==> src/common/soc_pkg.sv <==
package soc_pkg;

    // ##################################################
    // widths and plain vector types
    // ##################################################
    typedef logic [31:0] addr_t;
    typedef logic [31:0] data_t;
    typedef logic [3:0]  sel_t;
    typedef logic [3:0]  slot_t;      // addr[31:28]
    typedef logic [7:0]  byte_t;
    typedef logic [15:0] baud_t;      // clocks per bit

    localparam int TCM_ADDR_WIDTH = 10;
    typedef logic [TCM_ADDR_WIDTH-1:0] word_idx_t;

    localparam int RESET_FILTER_LENGTH = 4;

    // ##################################################
    // address map
    // ##################################################
    localparam int    SLOT_COUNT = 16;
    localparam slot_t SLOT_TCM   = 4'd0;
    localparam slot_t SLOT_UART  = 4'd1;
    localparam slot_t SLOT_TIMER = 4'd2;

    // uart register offsets, in words
    localparam word_idx_t UART_REG_DATA   = 10'd0;
    localparam word_idx_t UART_REG_STATUS = 10'd1;
    localparam word_idx_t UART_REG_CTRL   = 10'd2;
    localparam word_idx_t UART_REG_BAUD   = 10'd4;

    localparam baud_t BAUD_RESET = 16'd16;

    // ##################################################
    // bus structs
    // ##################################################
    typedef struct packed {
        addr_t addr;
        data_t wdata;
        sel_t  sel;
        logic  we;
        logic  stb;
    } bus_req_t;

    typedef struct packed {
        data_t rdata;
        logic  ack;
    } bus_rsp_t;

    // request as seen by one target behind the fabric
    typedef struct packed {
        word_idx_t idx;
        data_t     wdata;
        sel_t      sel;
        logic      we;
        logic      stb;
    } tgt_req_t;

endpackage

==> src/source/bus_fabric.sv <==
`timescale 1ns/1ps

module bus_fabric
(
    input  logic                w_clk,
    input  logic                i_reset,
    input  soc_pkg::bus_req_t   i_bus_req,
    output soc_pkg::bus_rsp_t   o_bus_rsp,
    output soc_pkg::tgt_req_t   o_tcm_req,
    input  soc_pkg::data_t      i_tcm_rdata,
    input  logic                i_tcm_ack,
    output soc_pkg::tgt_req_t   o_uart_req,
    input  soc_pkg::data_t      i_uart_rdata,
    input  logic                i_uart_ack
);

    import soc_pkg::*;

    slot_t                  slot;
    logic [SLOT_COUNT-1:0]  slot_hit;     // one-hot decode
    logic                   fwd;
    logic                   in_flight;
    slot_t                  slot_q;
    data_t                  timer;
    data_t                  local_rdata;  // timer and unmapped answers
    logic                   local_ack;
    data_t                  sel_rdata;
    logic                   sel_ack;
    data_t                  rsp_rdata;
    logic                   rsp_ack;

    assign slot     = i_bus_req.addr[31:28];
    assign slot_hit = SLOT_COUNT'(1) << slot;
    assign fwd      = i_bus_req.stb & ~in_flight;   // one strobe per request

    always_comb
    begin
        o_tcm_req.idx   = i_bus_req.addr[TCM_ADDR_WIDTH+1:2];
        o_tcm_req.wdata = i_bus_req.wdata;
        o_tcm_req.sel   = i_bus_req.sel;
        o_tcm_req.we    = i_bus_req.we;
        o_tcm_req.stb   = fwd & slot_hit[SLOT_TCM];
        o_uart_req      = o_tcm_req;
        o_uart_req.stb  = fwd & slot_hit[SLOT_UART];
    end

    // ##################################################
    // free running cycle timer
    // ##################################################
    always_ff @(posedge w_clk)
    begin
        if (i_reset)
            timer <= '0;
        else
            timer <= timer + 32'd1;
    end

    always_ff @(posedge w_clk)
    begin
        if (i_reset)
        begin
            in_flight <= 1'b0;
            local_ack <= 1'b0;
            rsp_ack   <= 1'b0;
        end
        else
        begin
            if (fwd)
                in_flight <= 1'b1;
            else if (!i_bus_req.stb)
                in_flight <= 1'b0;    // master has let go
            local_ack <= fwd & ~slot_hit[SLOT_TCM] & ~slot_hit[SLOT_UART];
            rsp_ack   <= sel_ack & i_bus_req.stb;
        end
    end

    always_ff @(posedge w_clk)
    begin
        if (fwd)
            slot_q <= slot;
        local_rdata <= slot_hit[SLOT_TIMER] ? timer : '0;  // unmapped reads zero
        rsp_rdata   <= sel_rdata;
    end

    always_comb
    begin
        case (slot_q)
            SLOT_TCM:
            begin
                sel_rdata = i_tcm_rdata;
                sel_ack   = i_tcm_ack;
            end
            SLOT_UART:
            begin
                sel_rdata = i_uart_rdata;
                sel_ack   = i_uart_ack;
            end
            default:
            begin
                sel_rdata = local_rdata;
                sel_ack   = local_ack;
            end
        endcase
    end

    always_comb
    begin
        o_bus_rsp.rdata = rsp_rdata;
        o_bus_rsp.ack   = rsp_ack;
    end

endmodule

==> config.mk <==
export PLATFORM = sky130hd
export DESIGN_NAME = bus_fabric
export DESIGN_NICKNAME = d
export VERILOG_FILES = /design/src/common/soc_pkg.sv /design/src/source/bus_fabric.sv
export SDC_FILE = /design/constraint.sdc
export NUM_CORES = 1
export LEC_CHECK = 0
export BUFFER_PORTS_ARGS = -buffer_cell sky130_fd_sc_hd__buf_2
export CAP_MARGIN = 20
export CORE_ASPECT_RATIO = 0.75
export CORE_MARGIN = 4
export CORE_UTILIZATION = 25
export DETAILED_ROUTE_END_ITERATION = 10
export HOLD_SLACK_MARGIN = 0.05
export PLACE_DENSITY = 0.49
export SYNTH_ARGS = -nofsm -noshare
export SYNTH_HDL_FRONTEND = slang
export SYNTH_SLANG_ARGS = --single-unit
==> constraint.sdc <==
create_clock -name w_clk -period 2 [get_ports w_clk]
set_input_delay 0.3 -clock w_clk [delete_from_list [all_inputs] [get_ports w_clk]]
set_output_delay 0.3 -clock w_clk [all_outputs]
set_load 0.05 [all_outputs]
==> qor_table.md, run 1 <==
| Result | This run | Unit |
|---|---|---|
| Clock slew at the register clock pins of the worst setup and hold paths | 70 | ps |
| Die Span Y | 126 | µm |
| Clock tree from TritonCTS | yes | - |
| Antenna diode count | 0 | - |
| Setup repair after global routing missed its margin | yes | - |
| Met2 track demand over resource | 14.1 | % |
| Core occupancy in the finished layout | 29.1 | % |
| Max_cap viols | 0 | - |
| Count of distinct cell types in the synthesized netlist | 39 | - |
| Share of the yosys chip area belonging to registers | 45.5 | % |
| Count of yosys warnings during synthesis | 0 | - |
| Primary flip-flop cell chosen by synthesis mapping | dfxtp_1 | - |
| Sink Count | 103 | - |
| Internal | 3.27 | mW |
| Die Span X | 165 | µm |
| Vias in the first global route | 3160 | - |
| Number of instances in the synthesized netlist | 495 | - |
| Setup clock skew after layout | 7.39 | ps |
| Layout area overhead | 12.7 | % |
| Post-synthesis register bit count | 103 | - |
| Final GP Congestion | 0.782 | - |
| Number of flops mapped to enable cells by yosys | 4 | - |
| Max Fclk | 0.522 | GHz |
| Number of buffer cells added on primary ports | 107 | - |
| Buffer type at the clock tree root | clkbuf_16 | - |
| Buffer depth of the longest clock path | 2 | - |
| Critical Path End Type | flip-flop | - |
| Portion of total power attributed to the clock network | 41.6 | % |
| Global-route wire length before repair | 15500 | µm |
| Fraction of registers with async set or reset after synthesis | 0 | % |
| Sequential cell fraction of total power | 49.9 | % |
| HP Class | primary input to flip-flop | - |
| Placed Cells | 750 | - |
| GRT Overall Usage | 9.22 | % |
| Number of placed I/O pins | 267 | - |
| CTS Hold Bufs | 0 | - |
| Proportion of netlist area held by the largest area contributor | 42.9 | % |
| Final cycle utilization of the critical path | 95.7 | % |
| Maximum number of pins on one net before global-route repair | 67 | - |
| Synthesized netlist net count | 634 | - |
| Grt total ovfl | 0 | - |
| Worst EP required | 2260 | ps |
| Number of routed nets with antenna violations | 0 | - |
| Mapped Area | 4620 | µm² |
| Transition at the pin with the smallest max-transition slack | 534 | ps |
| Minimum clock period after layout | 1910 | ps |
| Crit-path slowest cell | or4_4 | - |
| Worst setup SP type | flip-flop | - |
| Cells along the critical path | ha_2 -> nand4_2 -> or4_4 -> buf_6 -> or3_1 -> a21oi_1 | - |
| Detailed Route Iter0 Violations | 167 | - |
| Data arrival time of the worst path | 2180 | ps |
| Post-DP HPWL | 7510 | µm |
| Worst Setup Path Type | flip-flop to flip-flop | - |
| Count of TritonRoute iterations in the first routing pass | 4 | - |
| Largest stage delay on the critical path | 600 | ps |
| CP Max Fanout | 8 | - |
| Vias per cell | 4.31 | - |
| Area contributors post-synth | dfxtp_1 (43%), buf_4 (16%), mux2i_1 (7.1%), a21oi_1 (5.4%), and2_1 (4.3%) | - |
| Core area | 17900 | µm² |
| Ratio of cells with drive above 1 in the final layout | 32.7 | % |
| Most numerous cell types in the synthesized netlist | dfxtp_1 (99), buf_4 (96), a21oi_1 (50) | - |
| IR drop worst, VDD | 0.000367 | V |
| Total CTS buffers | 9 | - |
| Leak pwr | 2.20 | nW |
| Most frequent cell after synthesis | dfxtp_1 | - |
| Synthesized area divided by synthesized cell count | 9.34 | µm² |
| Ratio of total power to cell area | 815 | nW/µm² |
| Skew-Pair Late Insertion Delay | 340 | ps |
| Area leader, netlist | dfxtp_1 | - |
| Switching power share of the total | 22.9 | % |
| Routed Wire Length | 10400 | µm |
| Worst slew margin relative to its limit | 64.4 | % |
| Starting density of the core | 25.8 | % |
| DRC violations left | 0 | - |
| Switching power total | 971 | µW |
| GR met1 Demand/Resource | 11.6 | % |
| Global routing usage on met3 | 2.45 | % |
| Deepest level of the CTS H-tree | 3 | - |
| Row cnt | 42 | - |
| GRT Max-Usage Layer | met2 | - |
| Die Footprint | 20800 | µm² |
| Antenna violations before repair | 0 | - |
| Final slew viol count | 0 | - |
| Outcome | complete, no violations | - |
| Detailed-route via count | 3323 | - |
| Average wire per cell in the routed design | 13.5 | µm |
| Number of endpoints with negative hold slack in the final report | 0 | - |
| Combinational share of power | 8.5 | % |
| Final cell count without fillers | 771 | - |
| Total setup violations reported at the end of the flow | 0 | - |
| # nets final | 663 | - |
cells by family after synthesis:
| logic type | after synthesis | share of synthesized area [%] |
|---|---|---|
| xor+xnor | 10 | 1.90 |
| compound gates | 68 | 8.15 |
| simple gates | 152 | 17.9 |
| buf+inv | 126 | 18.6 |
| fa+ha+maj | 1 | 0.271 |
| flops | 103 | 45.5 |
| mux | 35 | 7.63 |
cell type report:
cell class / count / area, µm²
timing repair buffer: 136 / 769
tap: 242 / 303
multi-input combinational: 267 / 1690
clock inverter: 5 / 56.3
clock buffer: 11 / 253
inverter: 7 / 26.3
fill: 1901 / 12700
sequential: 103 / 2110
stage by stage:
step / power [mW] / instance area [µm²] / setup TNS [ps] / setup WS [ps] / hold WS, ps
finish: 4.25 / 5210 / 0 / 85.4 / 179
global route: 4.43 / 5210 / -1.62 / -1.39 / 159
CTS: 4.30 / 5150 / 0 / 69.7 / 159
detailed placement: 2.53 / 4840 / -48.7 / -32.9 / 457
global placement: 2.52 / 4840 / 0 / 6.57 / 458
floorplan: 2.90 / 4620 / 0 / 2.65 / 399
state kept, by name, summed over array words and instances (netlist names):
register     cells
local_ack        1
rsp_rdata       32
timer           32
rsp_ack          1
in_flight        1
local_rdata     32
slot_q           4
worst max-delay path, delay by kind of cell (launching register included):
kind            cells  cell delay (ps)
simple gates        3             1010
flops               1              370
fa+ha+maj           1              180
buf+inv             1              160
compound gates      1              120
path summary, 6_finish.rpt:
| kind | from | end | slack (ps) | cells after the start |
|---|---|---|---|---|
| min | i_bus_req[67] | slot_q[1]$_DFFE_PP_ | 180 | 1 |
| min reg2reg | local_rdata[29]$_SDFF_PN0_ | rsp_rdata[29]$_DFF_P_ | 470 | 2 |
| max reg2reg | timer[1]$_SDFF_PP0_ | timer[24]$_SDFF_PP0_ | 90 | 6 |
| max | timer[1]$_SDFF_PP0_ | timer[24]$_SDFF_PP0_ | 90 | 6 |
metal layers:
layer / up-vias / wire length [µm]
li1: 1640 / -
met3: 59 / 1000
met5: - / 0
met1: 1489 / 4680
met2: 135 / 4300
met4: 0 / 451
repair_timing:
action,CTS,global route
gates cloned,0,1
pin swaps,1,5
setup buffers,0,4
resized for setup,0,13
endpoints found under the setup margin,5,6
cell usage in the layout, fill, tap and decap left out, types with 9 or more instances in the layout:
cell / count
nand3_1: 11
and2_1: 32
dfxtp_1: 94
mux2i_1: 33
nor2_1: 47
or4_1: 10
o31ai_1: 11
clkbuf_16: 9
nand2_1: 13
buf_4: 27
buf_2: 107
a21oi_1: 49
power groups by stage:
stage,clock (mW),combinational [mW],sequential [mW]
floorplan,0,0.634,2.26
global placement,0,0.359,2.17
detailed placement,0,0.363,2.17
CTS,1.82,0.364,2.12
global route,1.92,0.392,2.12
finish,1.77,0.360,2.12
No activity file was read; power rests on OpenSTA's default activity.
==> run 2, diff against run 1 <==
--- a/config.mk
+++ b/config.mk
@@ -7,12 +7,14 @@
 export LEC_CHECK = 0
 export BUFFER_PORTS_ARGS = -buffer_cell sky130_fd_sc_hd__buf_2
 export CAP_MARGIN = 20
+export CELL_PAD_IN_SITES_DETAIL_PLACEMENT = 0
+export CELL_PAD_IN_SITES_GLOBAL_PLACEMENT = 1
 export CORE_ASPECT_RATIO = 0.75
 export CORE_MARGIN = 4
-export CORE_UTILIZATION = 25
+export CORE_UTILIZATION = 30
 export DETAILED_ROUTE_END_ITERATION = 10
 export HOLD_SLACK_MARGIN = 0.05
-export PLACE_DENSITY = 0.49
+export PLACE_DENSITY = 0.75
 export SYNTH_ARGS = -nofsm -noshare
 export SYNTH_HDL_FRONTEND = slang
 export SYNTH_SLANG_ARGS = --single-unit
==> constraint.sdc (replaced) <==
create_clock -name w_clk -period 2.3 [get_ports w_clk]
set_input_delay 0.345 -clock w_clk [delete_from_list [all_inputs] [get_ports w_clk]]
set_output_delay 0.345 -clock w_clk [all_outputs]
set_load 0.05 [all_outputs]
==> qor_table.md, run 2 (synthesized netlist as in run 1, its figures left out) <==
| Result | This run | Unit |
|---|---|---|
| Area taken by multi-input logic gates | 1670 | µm² |
| Worst slew margin relative to its limit | 64.4 | % |
| Core area | 14800 | µm² |
| Final slew viol count | 0 | - |
| Detailed Route Iter0 Violations | 117 | - |
| Switching power share of the total | 23.0 | % |
| Number of inserted filler cells in the final layout | 1516 | - |
| Maximum number of pins on one net before global-route repair | 63 | - |
| Sequential cell area | 2100 | µm² |
| Sum of routed wire segments on met1 | 4250 | µm |
| IR drop worst, VDD | 0.000414 | V |
| Sum Neg Setup Slack | 0 | ps |
| Layout area overhead | 6.90 | % |
| Total CTS buffers | 9 | - |
| Global-route wire length before repair | 14900 | µm |
| Buffer depth of the longest clock path | 2 | - |
| Post-DP HPWL | 7210 | µm |
| Row cnt | 38 | - |
| Die Span Y | 115 | µm |
| Critical Path End Type | flip-flop | - |
| Post-route cell area | 4940 | µm² |
| Uppermost routed layer | met4 | - |
| Worst Setup Path Type | flip-flop to flip-flop | - |
| Vias in the first global route | 2994 | - |
| Final GP Congestion | 0.745 | - |
| Buffer type at the clock tree root | clkbuf_16 | - |
| Sink Count | 103 | - |
| Antenna violations before repair | 0 | - |
| Minimum clock period after layout | 2040 | ps |
| Number of post-CTS setup repair buffers | 0 | - |
| Die Span X | 151 | µm |
| # nets final | 639 | - |
| Outcome | complete, no violations | - |
| Grt total ovfl | 0 | - |
| Leak pwr | 2.08 | nW |
| Ratio of total power to cell area | 740 | nW/µm² |
| Commonest non-fill, non-tap cells in the layout | buf_2 (107), dfxtp_1 (99), a21oi_1 (50) | - |
| Vias per cell | 4.45 | - |
| Combinational share of power | 8.3 | % |
| DRC violations left | 0 | - |
| Setup clock skew after layout | 10.4 | ps |
| Number of routed nets with antenna violations | 0 | - |
| Switching power total | 841 | µW |
| Overall Power | 3.66 | mW |
| Total setup violations reported at the end of the flow | 0 | - |
| Biggest regs | local_rdata x32, rsp_rdata x32, timer x32 | - |
| Ratio of cells with drive above 1 in the final layout | 27.6 | % |
| CP Max Fanout | 15 | - |
| Portion of total power attributed to the clock network | 41.3 | % |
| Clock tree from TritonCTS | yes | - |
| Deepest level of the CTS H-tree | 3 | - |
| Max Fclk | 0.490 | GHz |
| Average wire per cell in the routed design | 13.9 | µm |
| Most common cell after layout, fill and taps aside | buf_2 | - |
| Routed Wire Length | 9760 | µm |
| Worst setup SP type | flip-flop | - |
| Area post-placement | 4640 | µm² |
| Number of placed I/O pins | 267 | - |
| Data arrival time of the worst path | 2300 | ps |
| Worst EP required | 2560 | ps |
| Number of endpoints with negative hold slack in the final report | 0 | - |
| GRT Overall Usage | 10.6 | % |
| Transition at the pin with the smallest max-transition slack | 528 | ps |
| Internal | 2.81 | mW |
| Setup repair after global routing missed its margin | no | - |
| Antenna diode count | 0 | - |
| Detailed-route via count | 3135 | - |
| Number of buffer cells added on primary ports | 107 | - |
| Sequential cell fraction of total power | 50.5 | % |
| Max_cap viols | 0 | - |
| Skew-Pair Late Insertion Delay | 330 | ps |
| Final cycle utilization of the critical path | 88.7 | % |
| Die Footprint | 17500 | µm² |
| Clock slew at the register clock pins of the worst setup and hold paths | 70 | ps |
| Starting density of the core | 31.3 | % |
| Hold_ws | 221 | ps |
| Detailed-routed wire length on met3 | 1030 | µm |
| Count of TritonRoute iterations in the first routing pass | 4 | - |
| Amount of wire on met2 after detailed routing | 4120 | µm |
| HP Class | primary input to flip-flop | - |
-- run 2: cell count changes in the layout (fill, tap and decap cells not counted), moves of 2 or more --
cell / before / now
or4_4: 4 / 2
dfxtp_1: 94 / 99
dfxtp_2: 4 / 0
clkinv_2: 2 / 0
buf_4: 27 / 5
-- run 2: worst max-delay path, stage by stage, from the launching register on --
cell and delay [ps]:
dfxtp_1 440, nand4_2 190, or4_4 680, or4_1 510, a21oi_1 140
-- run 2: layer usage --
metal  global-route usage (%)  up-vias
met5                        0        -
met4                     6.16        0
met3                     2.93       41
met2                     16.4      146
met1                     13.4     1352
li1                         -     1596
-- run 2: area by class of cell --
| class | count | share of cell area [%] |
|---|---|---|
| clock inverter | 4 | 1.14 |
| sequential | 103 | 42.5 |
| inverter | 7 | 0.532 |
| clock buffer | 11 | 4.91 |
| timing repair buffer | 113 | 12.0 |
| multi-input combinational | 266 | 33.8 |
| tap | 200 | 5.06 |
-- run 2: path summary, 6_finish.rpt --
kind                                           startpoint  slack, ps                   end  depth (start not counted)
worst max-delay path                  timer[8]$_SDFF_PP0_        260  timer[21]$_SDFF_PP0_                          4
worst max register to register        timer[8]$_SDFF_PP0_        260  timer[21]$_SDFF_PP0_                          4
worst min-delay path                        i_bus_req[67]        220   slot_q[1]$_DFFE_PP_                          1
worst min register to register  local_rdata[4]$_SDFF_PN0_        470  rsp_rdata[4]$_DFF_P_                          2
-- run 2: stage by stage --
step	util [%]	setup WS, ps	cells
after CTS	33.4	137	704
after global routing	33.4	126	704
final	33.4	260	704
after floorplan	-	303	495
after global placement	31.4	210	689
after detailed placement	31.4	159	689
-- run 2: timing repair --
action | in CTS | in global routing
hold buffers | 0 | 0
gates resized for setup | 0 | 0
endpoints found under the setup margin | 0 | 1
-- run 2: power by group through the flow --
| stage | clock network (mW) | logic (mW) | registers, mW |
|---|---|---|---|
| final | 1.51 | 0.302 | 1.84 |
| after global placement | 0 | 0.300 | 1.88 |
| after detailed placement | 0 | 0.304 | 1.89 |
| after global routing | 1.63 | 0.329 | 1.85 |
| after CTS | 1.55 | 0.306 | 1.84 |
| after floorplan | 0 | 0.551 | 1.97 |
==> run 3, diff against run 2 <==
--- a/config.mk
+++ b/config.mk
@@ -5,6 +5,7 @@
 export SDC_FILE = /design/constraint.sdc
 export NUM_CORES = 1
 export LEC_CHECK = 0
+export ABC_AREA = 1
 export BUFFER_PORTS_ARGS = -buffer_cell sky130_fd_sc_hd__buf_2
 export CAP_MARGIN = 20
 export CELL_PAD_IN_SITES_DETAIL_PLACEMENT = 0
@@ -14,7 +15,8 @@
 export CORE_UTILIZATION = 30
 export DETAILED_ROUTE_END_ITERATION = 10
 export HOLD_SLACK_MARGIN = 0.05
-export PLACE_DENSITY = 0.75
+export PLACE_DENSITY = 0.77
+export SETUP_SLACK_MARGIN = 0.3
 export SYNTH_ARGS = -nofsm -noshare
 export SYNTH_HDL_FRONTEND = slang
 export SYNTH_SLANG_ARGS = --single-unit
==> qor_table.md, run 3 <==
| Result | This run | Unit |
|---|---|---|
| Minimum clock period after layout | 1800 | ps |
| Primary flip-flop cell chosen by synthesis mapping | dfxtp_1 | - |
| Critical Path End Type | primary output | - |
| Internal | 2.80 | mW |
| Buffer type at the clock tree root | clkbuf_16 | - |
| Worst Hold Path Cells | 3 | - |
| Outcome | complete, no violations | - |
| Total CTS buffers | 9 | - |
| Setup repair after global routing missed its margin | no | - |
| Sequential cell area | 2100 | µm² |
| Sequential cell fraction of total power | 50.9 | % |
| Routed Wire Length | 10500 | µm |
| Die Footprint | 18100 | µm² |
| Cell depth of the worst flop-to-flop path | 8 | - |
| Largest stage delay on the critical path | 310 | ps |
| Detailed Route Iter0 Violations | 193 | - |
| DRC violations left | 0 | - |
| Category of cells accounting for the largest share of critical-path delay | simple AND/OR/NAND/NOR gates | - |
| Vias per cell | 4.19 | - |
| Ratio of total power to cell area | 698 | nW/µm² |
| Hold_ws | 199 | ps |
| Post-synthesis register bit count | 103 | - |
| Biggest regs | local_rdata x32, rsp_rdata x32, timer x32 | - |
| Post-DP HPWL | 8080 | µm |
| Most numerous cell types in the synthesized netlist | nand2_1 (158), dfxtp_1 (99), buf_4 (95) | - |
| Vias in the first global route | 3464 | - |
| Combinational share of power | 6.5 | % |
| Detailed-route via count | 3599 | - |
| Start of the worst register-to-register path | slot_q[1]$_DFFE_PP_ | - |
| CTS Hold Bufs | 0 | - |
| Proportion of netlist area held by the largest area contributor | 41.3 | % |
| Number of instances in the synthesized netlist | 636 | - |
| Number of endpoints with negative hold slack in the final report | 0 | - |
| Placed Cells | 844 | - |
| IR drop worst, VDD | 0.000342 | V |
| Number of buffer and inverter instances along the worst setup path | 1 | - |
| Cells along the critical path | nor2_1 -> nand2_1 -> nor2_1 -> buf_2 | - |
| Worst EP required | 1960 | ps |
| Area taken by multi-input logic gates | 1730 | µm² |
| Number of post-CTS setup repair buffers | 0 | - |
| Clock slew at the register clock pins of the worst setup and hold paths | 70 | ps |
| Number of buffer cells added on primary ports | 107 | - |
| Share of the yosys chip area belonging to registers | 43.8 | % |
| Max Fclk | 0.554 | GHz |
| Count of distinct cell types in the synthesized netlist | 27 | - |
| Total setup violations reported at the end of the flow | 0 | - |
| Core area | 15500 | µm² |
| Switching power total | 802 | µW |
| Fraction of registers with async set or reset after synthesis | 0 | % |
| Most common cell after layout, fill and taps aside | nand2_1 | - |
| Capture point of the worst reg-to-reg path | rsp_ack$_SDFF_PP0_ | - |
| Antenna violations before repair | 0 | - |
| Portion of total power attributed to the clock network | 42.6 | % |
| # nets final | 789 | - |
| Commonest non-fill, non-tap cells in the layout | nand2_1 (158), buf_2 (107), dfxtp_1 (99) | - |
| Worst setup SP type | flip-flop | - |
| Final cell count without fillers | 859 | - |
| Ratio of cells with drive above 1 in the final layout | 24.8 | % |
| Switching power share of the total | 22.3 | % |
| Area leader, netlist | dfxtp_1 | - |
| Clock tree from TritonCTS | yes | - |
| Final GP Congestion | 0.782 | - |
| Synthesized netlist net count | 775 | - |
| HP Class | primary input to flip-flop | - |
| Worst slew margin relative to its limit | 50.7 | % |
| Worst Setup Path Type | flip-flop to primary output | - |
| Transition at the pin with the smallest max-transition slack | 738 | ps |
| Number of placed I/O pins | 267 | - |
| Endpoint, Worst Hold | rsp_rdata[17]$_DFF_P_ | - |
| Sum Neg Setup Slack | 0 | ps |
| Row cnt | 39 | - |
| Number of routed nets with antenna violations | 0 | - |
| Count of TritonRoute iterations in the first routing pass | 4 | - |
| Starting density of the core | 31.1 | % |
| Number of inserted filler cells in the final layout | 1652 | - |
| Area contributors post-synth | dfxtp_1 (41%), buf_4 (15%), nand2_1 (12%), nor2_1 (6.9%), nand3_1 (5.2%) | - |
| Crit-path slowest cell | dfxtp_1 | - |
| Post-cts repair resize count | 0 | - |
| Synthesized area divided by synthesized cell count | 7.55 | µm² |
| Maximum number of pins on one net before global-route repair | 33 | - |
| Global-route wire length before repair | 17400 | µm |
| Number of flops mapped to enable cells by yosys | 4 | - |
| Leak pwr | 2.25 | nW |
| Most frequent cell after synthesis | nand2_1 | - |
| Final slew viol count | 0 | - |
| Data arrival time of the worst path | 1460 | ps |
| Layout area overhead | 7.47 | % |
| Reg2Reg Setup Slack | 870 | ps |
| Library cell appearing most often on the critical path | nor2_1 | - |
| Die Span X | 154 | µm |
| Grt total ovfl | 0 | - |
| Skew-Pair Late Insertion Delay | 340 | ps |
| GRT Overall Usage | 11.8 | % |
| Max_cap viols | 0 | - |
| Final cycle utilization of the critical path | 78.4 | % |
| Setup clock skew after layout | 5.69 | ps |
| Buffer depth of the longest clock path | 2 | - |
| CP Max Fanout | 5 | - |
| Mapped Area | 4800 | µm² |
| Die Span Y | 118 | µm |
| Sink Count | 103 | - |
| Launch instance of the worst min-delay path | i_tcm_rdata[17] | - |
| Count of yosys warnings during synthesis | 0 | - |
| Antenna diode count | 0 | - |
| Average wire per cell in the routed design | 12.2 | µm |
| Deepest level of the CTS H-tree | 3 | - |
## run 3: changes by cell type in the layout (fill, tap and decap cells not counted), sizes merged, moves of 5 or more
cell	previous run	this run
nand4	7	0
nor2b	5	0
mux2i	33	0
or4	13	0
inv	8	51
o21ai	5	10
nor2	47	107
o31ai	11	0
and2	33	0
xnor2	8	0
a21oi	50	21
nand2	13	170
nand3	11	50
## run 3: metal layers
metal  wire length, µm  part of all wire, %  vias to the layer above  GRT usage, %
met5                 0                    0                        -             0
met4               157                  1.5                        0          3.86
met3              1080                   10                       16          6.39
met2              4110                   39                      136          15.8
met1              5130                   49                     1555          16.1
li1                  -                    -                     1892             -
## run 3: power by group through the flow
| stage | Combinational, mW | Sequential [mW] | Clock, mW |
|---|---|---|---|
| 6_report | 0.234 | 1.83 | 1.53 |
| 4_1_cts | 0.237 | 1.83 | 1.59 |
| 3_5_place_dp | 0.236 | 1.88 | 0 |
| 2_1_floorplan | 0.511 | 1.94 | 0 |
| 3_3_place_gp | 0.235 | 1.88 | 0 |
| 5_1_grt | 0.257 | 1.84 | 1.66 |
## run 3: cell families after synthesis
logic type | synth area share [%]
AO/OA/AOI/OAI | 3.54
XOR/XNOR | 0.182
adder cells (fa/ha/maj) | 0.260
buffers and inverters | 20.2
flip-flops | 43.8
AND/OR/NAND/NOR | 32.1
## run 3: worst max path at each step
stage | startpoint | endpoint | slack, ps | depth (start not counted)
2_1_floorplan | i_bus_req[0] | o_tcm_req[0] | 560 | 4
3_3_place_gp | i_bus_req[0] | o_tcm_req[0] | 680 | 6
3_5_place_dp | i_bus_req[0] | o_tcm_req[0] | 680 | 6
4_1_cts | in_flight$_SDFFE_PP0P_ | o_tcm_req[0] | 450 | 4
5_1_grt | in_flight$_SDFFE_PP0P_ | o_tcm_req[0] | 370 | 4
6_report | in_flight$_SDFFE_PP0P_ | o_tcm_req[0] | 500 | 4
## run 3: final cells by class
class / instances / area share, %
clock buffers: 12 / 4.97
clock inverters: 3 / 0.824
inverters: 51 / 3.71
multi-input cells: 372 / 33.6
flip-flops and latches: 103 / 40.7
well taps: 205 / 4.97
repair buffers: 113 / 11.2
## run 3: metrics by stage
step	worst slack, ps	power (mW)	util (%)	cell area (µm²)
2_1_floorplan	562	2.45	-	4800
3_3_place_gp	683	2.11	31.4	4860
3_5_place_dp	675	2.11	31.4	4860
4_1_cts	449	3.66	33.4	5160
5_1_grt	372	3.76	33.4	5160
6_report	496	3.60	33.4	5160
## run 3: worst reg2reg max path, cell delays in order, from the launching register on
cell and delay (ps):
edfxtp_1 360, nor2_1 130, nand2_2 180, nor2_2 150, buf_4 290, nand2_1 90, nand3_1 80, nand2_1 50
inv_1 40
